## config.mk

```make
export PLATFORM = sky130hd
export DESIGN_NAME = smc_strobe_top
export DESIGN_NICKNAME = d
export VERILOG_FILES = /design/src/smc_pkg.sv /design/src/smc_strobe_top.sv /design/src/smc_strobe_gen.sv /design/src/smc_access_store.sv /design/src/smc_sequencer.sv
export VERILOG_INCLUDE_DIRS = /design/src
export SDC_FILE = /design/constraint.sdc
export NUM_CORES = 1
export LEC_CHECK = 0
export BUFFER_PORTS_ARGS = -buffer_cell sky130_fd_sc_hd__buf_2
export CAP_MARGIN = 15
export CORE_MARGIN = 2
export CORE_UTILIZATION = 53
export CTS_BUF_LIST = sky130_fd_sc_hd__clkbuf_4 sky130_fd_sc_hd__clkbuf_8 sky130_fd_sc_hd__clkbuf_16
export DETAILED_ROUTE_END_ITERATION = 8
export HOLD_SLACK_MARGIN = 0.1
export PLACE_DENSITY = 0.86
export SETUP_SLACK_MARGIN = 0.3
export SLEW_MARGIN = 5
export SYNTH_ARGS = -nofsm -noshare
export SYNTH_HDL_FRONTEND = slang
export SYNTH_SLANG_ARGS = --single-unit
```

## constraint.sdc

```tcl
create_clock -name sys_clk11 -period 1.7 [get_ports sys_clk11]
set_input_delay 0.255 -clock sys_clk11 [delete_from_list [all_inputs] [get_ports sys_clk11]]
set_output_delay 0.255 -clock sys_clk11 [all_outputs]
set_load 0.005 [all_outputs]
```

## src/smc_settings.svh

```systemverilog
// SMC strobe section settings for counter width, byte lanes and sim limits
`ifndef SMC_SETTINGS_SVH
`define SMC_SETTINGS_SVH

//------------------------------------------------
// Datapath sizing
//------------------------------------------------

// Width of the wait-state count and its counter
`define SMC_WS_WIDTH 8

// Byte lanes on the external bus, one active-low enable each
`define SMC_NUM_BYTES 4

//------------------------------------------------
// Simulation
//------------------------------------------------

// Slack cycles added on top of the computed run length
`define SMC_TIMEOUT_MARGIN 64

`endif
```

## src/smc_pkg.sv

```systemverilog
// SMC strobe section types for controller state, byte enables and wait states
`include "smc_settings.svh"

package smc_pkg;

   //------------------------------------------------
   // Controller state
   //------------------------------------------------

   // Single access only, so no LE or STORE phase
   typedef enum logic [1:0]
   {
      SMC_IDLE  = 2'd0,   // Waiting for an access
      SMC_RW    = 2'd1,   // Strobes active, stretched by wait states
      SMC_FLOAT = 2'd2    // Turnaround before next access
   } smc_state_e;

   //------------------------------------------------
   // Payload types
   //------------------------------------------------

   // Active-low byte lane enables
   typedef logic [`SMC_NUM_BYTES-1:0] byte_en_t;

   // Wait-state count for the RW phase
   typedef logic [`SMC_WS_WIDTH-1:0] ws_t;

endpackage

```

## src/smc_strobe_top.sv

```systemverilog
// SMC strobe section top joining sequencer, access store and strobe generator
`timescale 1ns/100ps

module smc_strobe_top
(
   input  logic              sys_clk11,      // System clock
   input  logic              n_sys_reset11,  // Async reset, active low
   input  logic              valid_access,   // Access request level
   input  logic              n_read,         // Low for read
   input  logic              cs,             // Chip select
   input  smc_pkg::byte_en_t n_be,           // Byte enables, active low
   input  smc_pkg::ws_t      ws,             // Wait states
   output logic              smc_n_rd,       // Read strobe
   output logic              smc_n_ext_oe,   // Bus driver enable
   output smc_pkg::byte_en_t n_r_we,         // Write byte enables
   output logic              n_r_wr,         // Write strobe
   output logic              smc_busy,       // Busy
   output logic              r_cs            // Registered chip select
);

   import smc_pkg::*;

   logic       access_start;   // Accept pulse
   smc_state_e next_state;     // Sequencer next state
   logic       smc_done;       // Last RW cycle
   logic       eff_n_read;     // Effective direction
   byte_en_t   eff_n_be;       // Effective byte enables

   //------------------------------------------------
   // Producer, buffer and consumer
   //------------------------------------------------

   smc_sequencer u_sequencer
   (
      .sys_clk11     (sys_clk11),
      .n_sys_reset11 (n_sys_reset11),
      .valid_access  (valid_access),
      .ws            (ws),
      .access_start  (access_start),
      .next_state    (next_state),
      .smc_done      (smc_done)
   );

   smc_access_store u_access_store
   (
      .sys_clk11     (sys_clk11),
      .n_sys_reset11 (n_sys_reset11),
      .access_start  (access_start),
      .smc_done      (smc_done),
      .n_read        (n_read),
      .cs            (cs),
      .n_be          (n_be),
      .eff_n_read    (eff_n_read),
      .eff_n_be      (eff_n_be),
      .r_cs          (r_cs)
   );

   smc_strobe_gen u_strobe_gen
   (
      .sys_clk11     (sys_clk11),
      .n_sys_reset11 (n_sys_reset11),
      .next_state    (next_state),
      .eff_n_read    (eff_n_read),
      .eff_n_be      (eff_n_be),
      .smc_n_rd      (smc_n_rd),
      .smc_n_ext_oe  (smc_n_ext_oe),
      .n_r_wr        (n_r_wr),
      .smc_busy      (smc_busy),
      .n_r_we        (n_r_we)
   );

endmodule

```

## src/smc_strobe_gen.sv

```systemverilog
// SMC strobe generator for registered read, write, byte enable, bus enable and busy
`timescale 1ns/100ps

module smc_strobe_gen
(
   input  logic                sys_clk11,      // System clock
   input  logic                n_sys_reset11,  // Async reset, active low
   input  smc_pkg::smc_state_e next_state,     // State after this edge
   input  logic                eff_n_read,     // Access direction, low for read
   input  smc_pkg::byte_en_t   eff_n_be,       // Access byte enables
   output logic                smc_n_rd,       // Read strobe, active low
   output logic                smc_n_ext_oe,   // External bus driver enable, low
   output logic                n_r_wr,         // Write strobe, active low
   output logic                smc_busy,       // Access in progress
   output smc_pkg::byte_en_t   n_r_we          // Per-byte write enables, low
);

   import smc_pkg::*;

   logic rw_phase;    // Strobes active after this edge
   logic wr_access;   // Write in progress

   //------------------------------------------------
   // Strobe qualifiers
   //------------------------------------------------

   assign rw_phase  = (next_state == SMC_RW);
   assign wr_access = rw_phase && eff_n_read;   // High n_read means write

   //------------------------------------------------
   // Read and write strobes
   //------------------------------------------------

   always_ff @(posedge sys_clk11 or negedge n_sys_reset11)
   begin
      if (!n_sys_reset11)
      begin
         smc_n_rd     <= 1'b1;
         n_r_wr       <= 1'b1;
         n_r_we       <= '1;
         smc_n_ext_oe <= 1'b1;
      end
      else
      begin
         // Read strobe follows direction only inside RW
         smc_n_rd <= rw_phase ? eff_n_read : 1'b1;

         // Write strobe gated with byte lanes
         n_r_wr <= !wr_access;
         n_r_we <= wr_access ? eff_n_be : '1;

         // ASIC drives the bus for the whole write window
         smc_n_ext_oe <= !wr_access;
      end
   end

   //------------------------------------------------
   // Busy
   //------------------------------------------------

   // Covers RW and the FLOAT turnaround
   always_ff @(posedge sys_clk11 or negedge n_sys_reset11)
   begin
      if (!n_sys_reset11)
         smc_busy <= 1'b0;
      else
         smc_busy <= (next_state != SMC_IDLE);
   end

endmodule

```

## src/smc_access_store.sv

```systemverilog
// SMC access store that holds direction, byte enables and chip select per access
`timescale 1ns/100ps

module smc_access_store
(
   input  logic              sys_clk11,      // System clock
   input  logic              n_sys_reset11,  // Async reset, active low
   input  logic              access_start,   // Load attributes
   input  logic              smc_done,       // Release attributes
   input  logic              n_read,         // Live direction, low for read
   input  logic              cs,             // Live chip select
   input  smc_pkg::byte_en_t n_be,           // Live byte enables, active low
   output logic              eff_n_read,     // Direction seen by strobes
   output smc_pkg::byte_en_t eff_n_be,       // Byte enables seen by strobes
   output logic              r_cs            // Registered chip select
);

   import smc_pkg::*;

   logic     r_n_read;   // Held direction
   byte_en_t r_n_be;     // Held byte enables

   //------------------------------------------------
   // Attribute registers
   //------------------------------------------------

   // Accept and done never coincide since they come from different states
   always_ff @(posedge sys_clk11 or negedge n_sys_reset11)
   begin
      if (!n_sys_reset11)
      begin
         r_n_read <= 1'b1;
         r_n_be   <= '1;
         r_cs     <= 1'b0;
      end
      else if (access_start)
      begin
         r_n_read <= n_read;
         r_n_be   <= n_be;
         r_cs     <= cs;       // Valid from the accept edge
      end
      else if (smc_done)
      begin
         // Back to inactive once the last RW cycle ends
         r_n_read <= 1'b1;
         r_n_be   <= '1;
         r_cs     <= 1'b0;
      end
   end

   //------------------------------------------------
   // Effective attributes
   //------------------------------------------------

   // Bypass on the accept cycle so strobes register the new access at edge A
   assign eff_n_read = access_start ? n_read : r_n_read;
   assign eff_n_be   = access_start ? n_be   : r_n_be;

endmodule

```

## src/smc_sequencer.sv

```systemverilog
// SMC access sequencer that accepts requests, steps the state and counts wait states
`timescale 1ns/100ps

module smc_sequencer
(
   input  logic                sys_clk11,      // System clock
   input  logic                n_sys_reset11,  // Async reset, active low
   input  logic                valid_access,   // Access request level
   input  smc_pkg::ws_t        ws,             // Wait states for this access
   output logic                access_start,   // Request taken this cycle
   output smc_pkg::smc_state_e next_state,     // State after this edge
   output logic                smc_done        // Last RW cycle
);

   import smc_pkg::*;

   smc_state_e state_q;   // Current state
   ws_t        ws_cnt;    // Remaining wait states

   //------------------------------------------------
   // Acceptance and completion
   //------------------------------------------------

   // Requests only count while idle, anything during an access is dropped
   assign access_start = valid_access && (state_q == SMC_IDLE);

   // Counter exhausted in RW means this is the final strobe cycle
   assign smc_done = (state_q == SMC_RW) && (ws_cnt == '0);

   //------------------------------------------------
   // Next state
   //------------------------------------------------

   always_comb
   begin
      next_state = state_q;
      unique case (state_q)
         SMC_IDLE:
         begin
            if (access_start)
               next_state = SMC_RW;   // Strobes start at accept edge
         end
         SMC_RW:
         begin
            if (smc_done)
               next_state = SMC_FLOAT;
         end
         SMC_FLOAT:
            next_state = SMC_IDLE;    // One turnaround cycle only
         default:
            next_state = SMC_IDLE;
      endcase
   end

   //------------------------------------------------
   // State register and wait-state counter
   //------------------------------------------------

   always_ff @(posedge sys_clk11 or negedge n_sys_reset11)
   begin
      if (!n_sys_reset11)
      begin
         state_q <= SMC_IDLE;
         ws_cnt  <= '0;
      end
      else
      begin
         state_q <= next_state;

         // Load on accept, count down through RW
         if (access_start)
            ws_cnt <= ws;
         else if ((state_q == SMC_RW) && (ws_cnt != '0))
            ws_cnt <= ws_cnt - 1'b1;   // Holds at zero on the done cycle
      end
   end

endmodule

```

==> impl_metrics.tcl, run 1 <==
set metrics [dict create \
    critical_path_required_ns 1.92 \
    area_delta_synth_final_pct 33.58 \
    met3_length_um 90 \
    ys_warn_count 0 \
    dp_worst_setup_slack_ns 0.01938 \
    chipWidth_um 51.73 \
    cp_num_buf_inv 2 \
    cts_root_buf "clkbuf_4" \
    die_area_um2 2676 \
    p_leak_nw 0.7132 \
    r2r-end "u_sequencer.ws_cnt[2]$_DFFE_PN0P_" \
    ff2ff_path_depth 7 \
    drt_iter0_drc 27 \
    clock_latency_ns 0.32 \
    die_h_um 51.73 \
    worst_pin_slew_ns 0.4969 \
    path_delay_family "flip-flops" \
    hold_depth 3 \
    wl_met2_um 1484 \
    nNetsFinal 179 \
    grt_max_degree 24 \
    postRouteAntennaNets 0 \
    hold_ws_ns 0.1175 \
    timing.critical_path.cells "inv_2 -> ha_4 -> nor4b_4 -> buf_6 -> and2_1 -> o2bb2ai_1 -> a221o_1" \
    finalSetupTns_ns 0 \
    htreeDepth 1 \
    dp_hpwl_um 1880 \
    io_buffers 25 \
    fin_skew_ns 0.003209 \
    hp-class "input port to flop" \
    antenna_found_initial 0 \
    num_rows 17 \
    max_stage_delay_ns 0.41 \
    syn_area_per_cell_um2 10.15 \
    hold_end "u_access_store.r_cs$_DFFE_PN0P_" \
    synth_seq_cells 23 \
    slew_headroom_pct 66.87 \
    highest_layer "met4" \
    reg2reg_slack_ns 0.13 \
    path_class "flop to flop" \
    arrival_ns 1.79 \
    final_layout_size_suffix_gt1_share_pct 50.94 \
    slowest_stage "dfrtp_1" \
    hold_violations 0 \
    synth_fp_nets 138 \
    fin_ws_ns 0.1309 \
    max_freq_mhz 637.3 \
    syn-cell-area_um2 1207 \
    vias 1045 \
    finalMaxSlewViolations 0 \
    wl_met1_um 1150 \
    io_pins 26 \
    wl_um 2804 \
    status "completed" \
    setup-violations-final 0 \
    p_per_area_nw_per_um2 1535 \
    p_total_w 0.002476 \
    synth_seq_area_share_pct 48.81 \
    coreArea_um2 2191 \
    grt_usage_pct 23.72 \
    maxCapViolations 0 \
    syn_inst 119 \
    rsz0062_at_grt "true" \
    critical_path.max_fanout 6 \
    hp-start "cs" \
    fin_crit_sh_pct 92.30 \
    diodes 0 \
    first_pass_iters 4 \
    post_drt_via_cell_ratio 5.588 \
    fin_area_um2 1613 \
    cts_tree "built" \
    ir_worst_vdd_uv 946.4 \
    cts_max_path_buffers 2 \
    grt_pass1_vias 1058 \
    worst_setup_path_end_kind "flop" \
    wl_per_cell_um 14.99 \
    start_util_pct 55.11 \
    overflow 0 \
    synthDistinctLibCells 35 \
    r2r-start "u_sequencer.ws_cnt[1]$_DFFE_PN0P_" \
    drc_errors 0 \
    placed_area_um2 1386 \
    path_clk_slew_ns 0.13 \
    place_congestion 0.7994 \
    cts.sinks 23 \
    start_kind "flop" \
    cts-buffers-inserted 3 \
    grt_pass1_wl_um 4595 \
    min_period_ns 1.569 \
]
[final cells by class]
class / count / area [um2]
Tap cell: 28 / 35.03
Multi-Input combinational cell: 84 / 656.9
Sequential cell: 23 / 590.6
Timing Repair Buffer: 42 / 277.8
Clock buffer: 4 / 30.03
Fill cell: 149 / 578.1
Inverter: 6 / 22.52
[flip-flops by register name, indices dropped and copies added, names as in the netlist]
register,flops
u_access_store.r_cs,1
u_access_store.r_n_be,4
u_access_store.r_n_read,1
u_sequencer.state_q,2
u_sequencer.ws_cnt,8
u_strobe_gen.n_r_we,4
u_strobe_gen.smc_busy,1
u_strobe_gen.smc_n_ext_oe,1
u_strobe_gen.smc_n_rd,1
[cells in the mapped netlist, drive strengths merged]
| cell | count | share of area [%] |
|---|---|---|
| nor2b | 1 | 0.52 |
| o2bb2ai | 1 | 0.73 |
| a221o | 1 | 0.83 |
| inv | 6 | 1.9 |
| o22ai | 3 | 1.6 |
| xnor2 | 1 | 0.73 |
| nand3b | 2 | 1.2 |
| and2 | 1 | 0.52 |
| nand2b | 3 | 1.6 |
| a311oi | 1 | 0.73 |
| a2bb2oi | 3 | 2.2 |
| nor4b | 1 | 2.0 |
| and3 | 1 | 0.52 |
| ha | 2 | 2.1 |
| nand3 | 7 | 2.9 |
| o21bai | 1 | 0.62 |
| dfrtp | 12 | 25 |
| a21oi | 4 | 1.7 |
| o211ai | 1 | 0.62 |
| buf | 6 | 3.4 |
| nor2 | 4 | 1.2 |
| mux2i | 2 | 1.7 |
| nor3 | 1 | 0.83 |
| nor3b | 9 | 6.0 |
| a21boi | 3 | 1.9 |
| or3b | 1 | 0.73 |
| a41oi | 1 | 2.3 |
| o31ai | 1 | 0.62 |
| o21ai | 7 | 3.2 |
| dfstp | 11 | 24 |
| nand2 | 21 | 6.5 |
[worst max-delay path by stage]
stage                                       from                           endpoint  slack, ns  cells after the start
2_1_floorplan  u_sequencer.ws_cnt[0]$_DFFE_PN0P_  u_sequencer.ws_cnt[2]$_DFFE_PN0P_       0.15                      6
3_3_place_gp   u_sequencer.ws_cnt[0]$_DFFE_PN0P_  u_sequencer.ws_cnt[7]$_DFFE_PN0P_       0.09                      6
3_5_place_dp   u_sequencer.ws_cnt[0]$_DFFE_PN0P_  u_sequencer.ws_cnt[2]$_DFFE_PN0P_       0.02                      6
4_1_cts        u_sequencer.ws_cnt[1]$_DFFE_PN0P_  u_sequencer.ws_cnt[7]$_DFFE_PN0P_       0.15                      7
5_1_grt        u_sequencer.ws_cnt[0]$_DFFE_PN0P_  u_sequencer.ws_cnt[7]$_DFFE_PN0P_       0.05                      7
6_report       u_sequencer.ws_cnt[1]$_DFFE_PN0P_  u_sequencer.ws_cnt[2]$_DFFE_PN0P_       0.13                      7
[layer usage]
metal  vias to the layer above  GRT usage, %
met5                         -             0
met3                         6         3.448
met2                        32         41.24
met1                       507         27.77
met4                         0         13.60
li1                        500             -
[report_power, final]
part	total (W)	internal, W	switching [W]
Sequential	0.00108	0.000867	0.000209
Clock	0.000285	0.000108	0.000177
Combinational	0.00111	0.000577	0.000538
[per-stage QoR]
stage          utilization [%]  cells
2_1_floorplan                -    119
3_3_place_gp             63.28    174
3_5_place_dp             63.28    174
4_1_cts                  69.45    187
5_1_grt                  73.62    187
6_report                 73.62    187
[worst min-delay path, cell delays in order]
cell and delay [ns]:
buf_2 0.07, nand2_1 0.04, nand2_1 0.05
[cell usage in the layout, fill, tap and decap left out, types with 4 or more instances in the layout]
master,count
a21oi_1,4
buf_6,4
nor3b_1,8
dfrtp_1,11
buf_4,11
dfstp_2,11
clkbuf_4,4
nand3_1,6
o21ai_2,5
nand2_1,20
inv_1,4
buf_2,25
[logic make-up (layout without fill, tap and decap cells)]
logic type | count (synthesis) | in the layout | share of synthesized area [%]
mux | 2 | 2 | 1.658
compound gates | 27 | 27 | 16.89
fa+ha+maj | 2 | 2 | 2.072
simple gates | 52 | 52 | 24.56
flops | 23 | 23 | 48.81
xor+xnor | 1 | 1 | 0.7255
buf+inv | 12 | 52 | 5.284
[what timing repair did]
item,CTS,global route
pin swaps,1,2
hold endpoints to repair,12,0
hold buffers,1,0
gates resized for setup,14,26
buffers inserted,8,0
setup endpoints to repair,21,22
(Power assumes the default switching activity.)
==> run 2: changes to the inputs <==
--- a/config.mk
+++ b/config.mk
@@ -8,7 +8,7 @@
 export LEC_CHECK = 0
 export BUFFER_PORTS_ARGS = -buffer_cell sky130_fd_sc_hd__buf_2
 export CAP_MARGIN = 15
-export CORE_MARGIN = 2
+export CORE_MARGIN = 5
 export CORE_UTILIZATION = 53
 export CTS_BUF_LIST = sky130_fd_sc_hd__clkbuf_4 sky130_fd_sc_hd__clkbuf_8 sky130_fd_sc_hd__clkbuf_16
 export DETAILED_ROUTE_END_ITERATION = 8
==> run 2 against run 1 <==
Net effect: sequential power hardly changed; non-clock buffer count unchanged; clock power decreased by 7.7%; die area rose by 25%; final area fell by 3.2%; critical endpoint is now u_sequencer.ws_cnt[7]$_DFFE_PN0P_; combinational power about the same; utilization down 2.3 points.
==> impl_metrics.tcl, run 2 (same netlist as run 1, synthesis figures left out) <==
set metrics [dict create \
    min_period_ns 1.613 \
    top_regs "u_sequencer.ws_cnt x8, u_access_store.r_n_be x4, u_strobe_gen.n_r_we x4" \
    nFillCells 149 \
    critical_path.max_fanout 7 \
    hold_ws_ns 0.1358 \
    wl_per_cell_um 16.73 \
    r2r-end "u_sequencer.ws_cnt[7]$_DFFE_PN0P_" \
    path_class "flop to flop" \
    max_stage_delay_ns 0.42 \
    hold_depth 3 \
    dp_hpwl_um 1921 \
    num_rows 17 \
    post_drt_via_cell_ratio 5.807 \
    final_layout_size_suffix_gt1_share_pct 47.17 \
    slew_headroom_pct 66.37 \
    wl_met2_um 1598 \
    nNetsFinal 179 \
    wl_um 3129 \
    ir_worst_vdd_uv 1084 \
    p_per_area_nw_per_um2 1585 \
    slowest_stage "dfrtp_1" \
    io_buffers 25 \
    finalSetupTns_ns 0 \
    hp-class "input port to flop" \
    final_common_cell "buf_2" \
    grt_usage_pct 17.82 \
    chipWidth_um 57.73 \
    arrival_ns 1.83 \
    hold_end "u_access_store.r_cs$_DFFE_PN0P_" \
    cts_root_buf "clkbuf_4" \
    hold_violations 0 \
    worst_setup_path_end_kind "flop" \
    hp-start "cs" \
    coreArea_um2 2191 \
    rsz0062_at_grt "true" \
    grt_max_degree 24 \
    postRouteAntennaNets 0 \
    grt_pass1_wl_um 4643 \
    diodes 0 \
    ff2ff_path_depth 6 \
    status "completed" \
    antenna_found_initial 0 \
    final_cells 187 \
    highest_layer "met4" \
    worst_pin_slew_ns 0.5044 \
    p_leak_nw 0.6882 \
    reg2reg_slack_ns 0.09 \
    die_h_um 57.73 \
    io_pins 26 \
    largest_register_ffs 8 \
    vias 1086 \
    grt_pass1_vias 1078 \
    cts_max_path_buffers 2 \
    finalMaxSlewViolations 0 \
    clock_latency_ns 0.32 \
    place_congestion 0.8225 \
    cts_tree "built" \
    r2r-start "u_sequencer.ws_cnt[1]$_DFFE_PN0P_" \
    path_clk_slew_ns 0.13 \
    first_pass_iters 4 \
    cts.sinks 23 \
    maxCapViolations 0 \
    htreeDepth 1 \
    die_area_um2 3333 \
    overflow 0 \
    area_delta_synth_final_pct 29.33 \
    drt_iter0_drc 39 \
    cts-buffers-inserted 3 \
    wl_met1_um 1275 \
    multiInputGateArea_um2 623.1 \
    met3_length_um 153 \
    final_cell_mix "buf_2, nand2_1, buf_4" \
    utilization_pct 71.27 \
    critical_path_required_ns 1.92 \
    start_util_pct 55.11 \
    drc_errors 0 \
    seq_area_um2 590.6 \
    timing.critical_path.cells "inv_2 -> ha_4 -> nor4b_4 -> a41oi_4 -> a21boi_2 -> a2bb2oi_2" \
    largest_register "u_sequencer.ws_cnt" \
    start_kind "flop" \
    fin_skew_ns 0.007241 \
    dp_cells 173 \
    setup-violations-final 0 \
    max_freq_mhz 620.1 \
    fin_crit_sh_pct 94.86 \
]
-- run 2: cell count changes in the layout (fill, tap and decap cells not counted), sizes merged --
cell	previous run	this run
clkinv	0	1
clkbuf	4	3
-- run 2: what timing repair did --
| action | in CTS | in global routing |
|---|---|---|
| endpoints found under the setup margin | 21 | 22 |
| buffers inserted | 5 | 4 |
| endpoints found under the hold margin | 12 | 0 |
| hold buffers | 1 | 0 |
| pin swaps | 3 | 5 |
| resized for setup | 15 | 9 |
-- run 2: per-layer routing --
metal / global-route usage, % / up-vias
met4: 8.609 / 0
met1: 20.28 / 525
met2: 31.77 / 44
met5: 0 / -
li1: - / 504
met3: 3.341 / 13
-- run 2: layout make-up --
type,instances,area share (%)
multi-input cells,84,39.90
flip-flops and latches,23,37.82
repair buffers,42,16.83
well taps,28,2.244
clock buffers,3,1.442
inverters,6,1.442
clock inverters,1,0.3205
-- run 2: worst max-delay path by stage --
stage                                                  from                                end  slack [ns]
after detailed placement  u_sequencer.ws_cnt[0]$_DFFE_PN0P_  u_sequencer.ws_cnt[5]$_DFFE_PN0P_       0.006
after global placement    u_sequencer.ws_cnt[0]$_DFFE_PN0P_  u_sequencer.ws_cnt[7]$_DFFE_PN0P_        0.12
after CTS                 u_sequencer.ws_cnt[0]$_DFFE_PN0P_  u_sequencer.ws_cnt[7]$_DFFE_PN0P_        0.13
after floorplan           u_sequencer.ws_cnt[0]$_DFFE_PN0P_  u_sequencer.ws_cnt[2]$_DFFE_PN0P_        0.15
final                     u_sequencer.ws_cnt[1]$_DFFE_PN0P_  u_sequencer.ws_cnt[7]$_DFFE_PN0P_        0.09
after global routing      u_sequencer.ws_cnt[2]$_DFFE_PN0P_  u_sequencer.ws_cnt[2]$_DFFE_PN0P_        0.03
-- run 2: report_power, final --
part,internal [W],total (W),switching (W)
sequential,0.000867,0.00109,0.000222
clock,0.0000882,0.000263,0.000175
combinational,0.000570,0.00112,0.000553
-- run 2: worst max-delay path: cells and delay by family (launching register included) --
kind,cells,cell delay (ns)
AO/OA/AOI/OAI,3,0.57
adder cells (fa/ha/maj),1,0.13
buffers and inverters,1,0.09
flip-flops,1,0.42
AND/OR/NAND/NOR,1,0.30
-- run 2: metrics by stage --
step | cell area, um2 | total power (W) | setup WS (ns)
2_1_floorplan | 1211 | 0.001645 | 0.1505
3_3_place_gp | 1379 | 0.001843 | 0.1231
3_5_place_dp | 1379 | 0.001921 | 0.005933
4_1_cts | 1493 | 0.002293 | 0.1325
5_1_grt | 1562 | 0.002619 | 0.03302
6_report | 1562 | 0.002476 | 0.08735
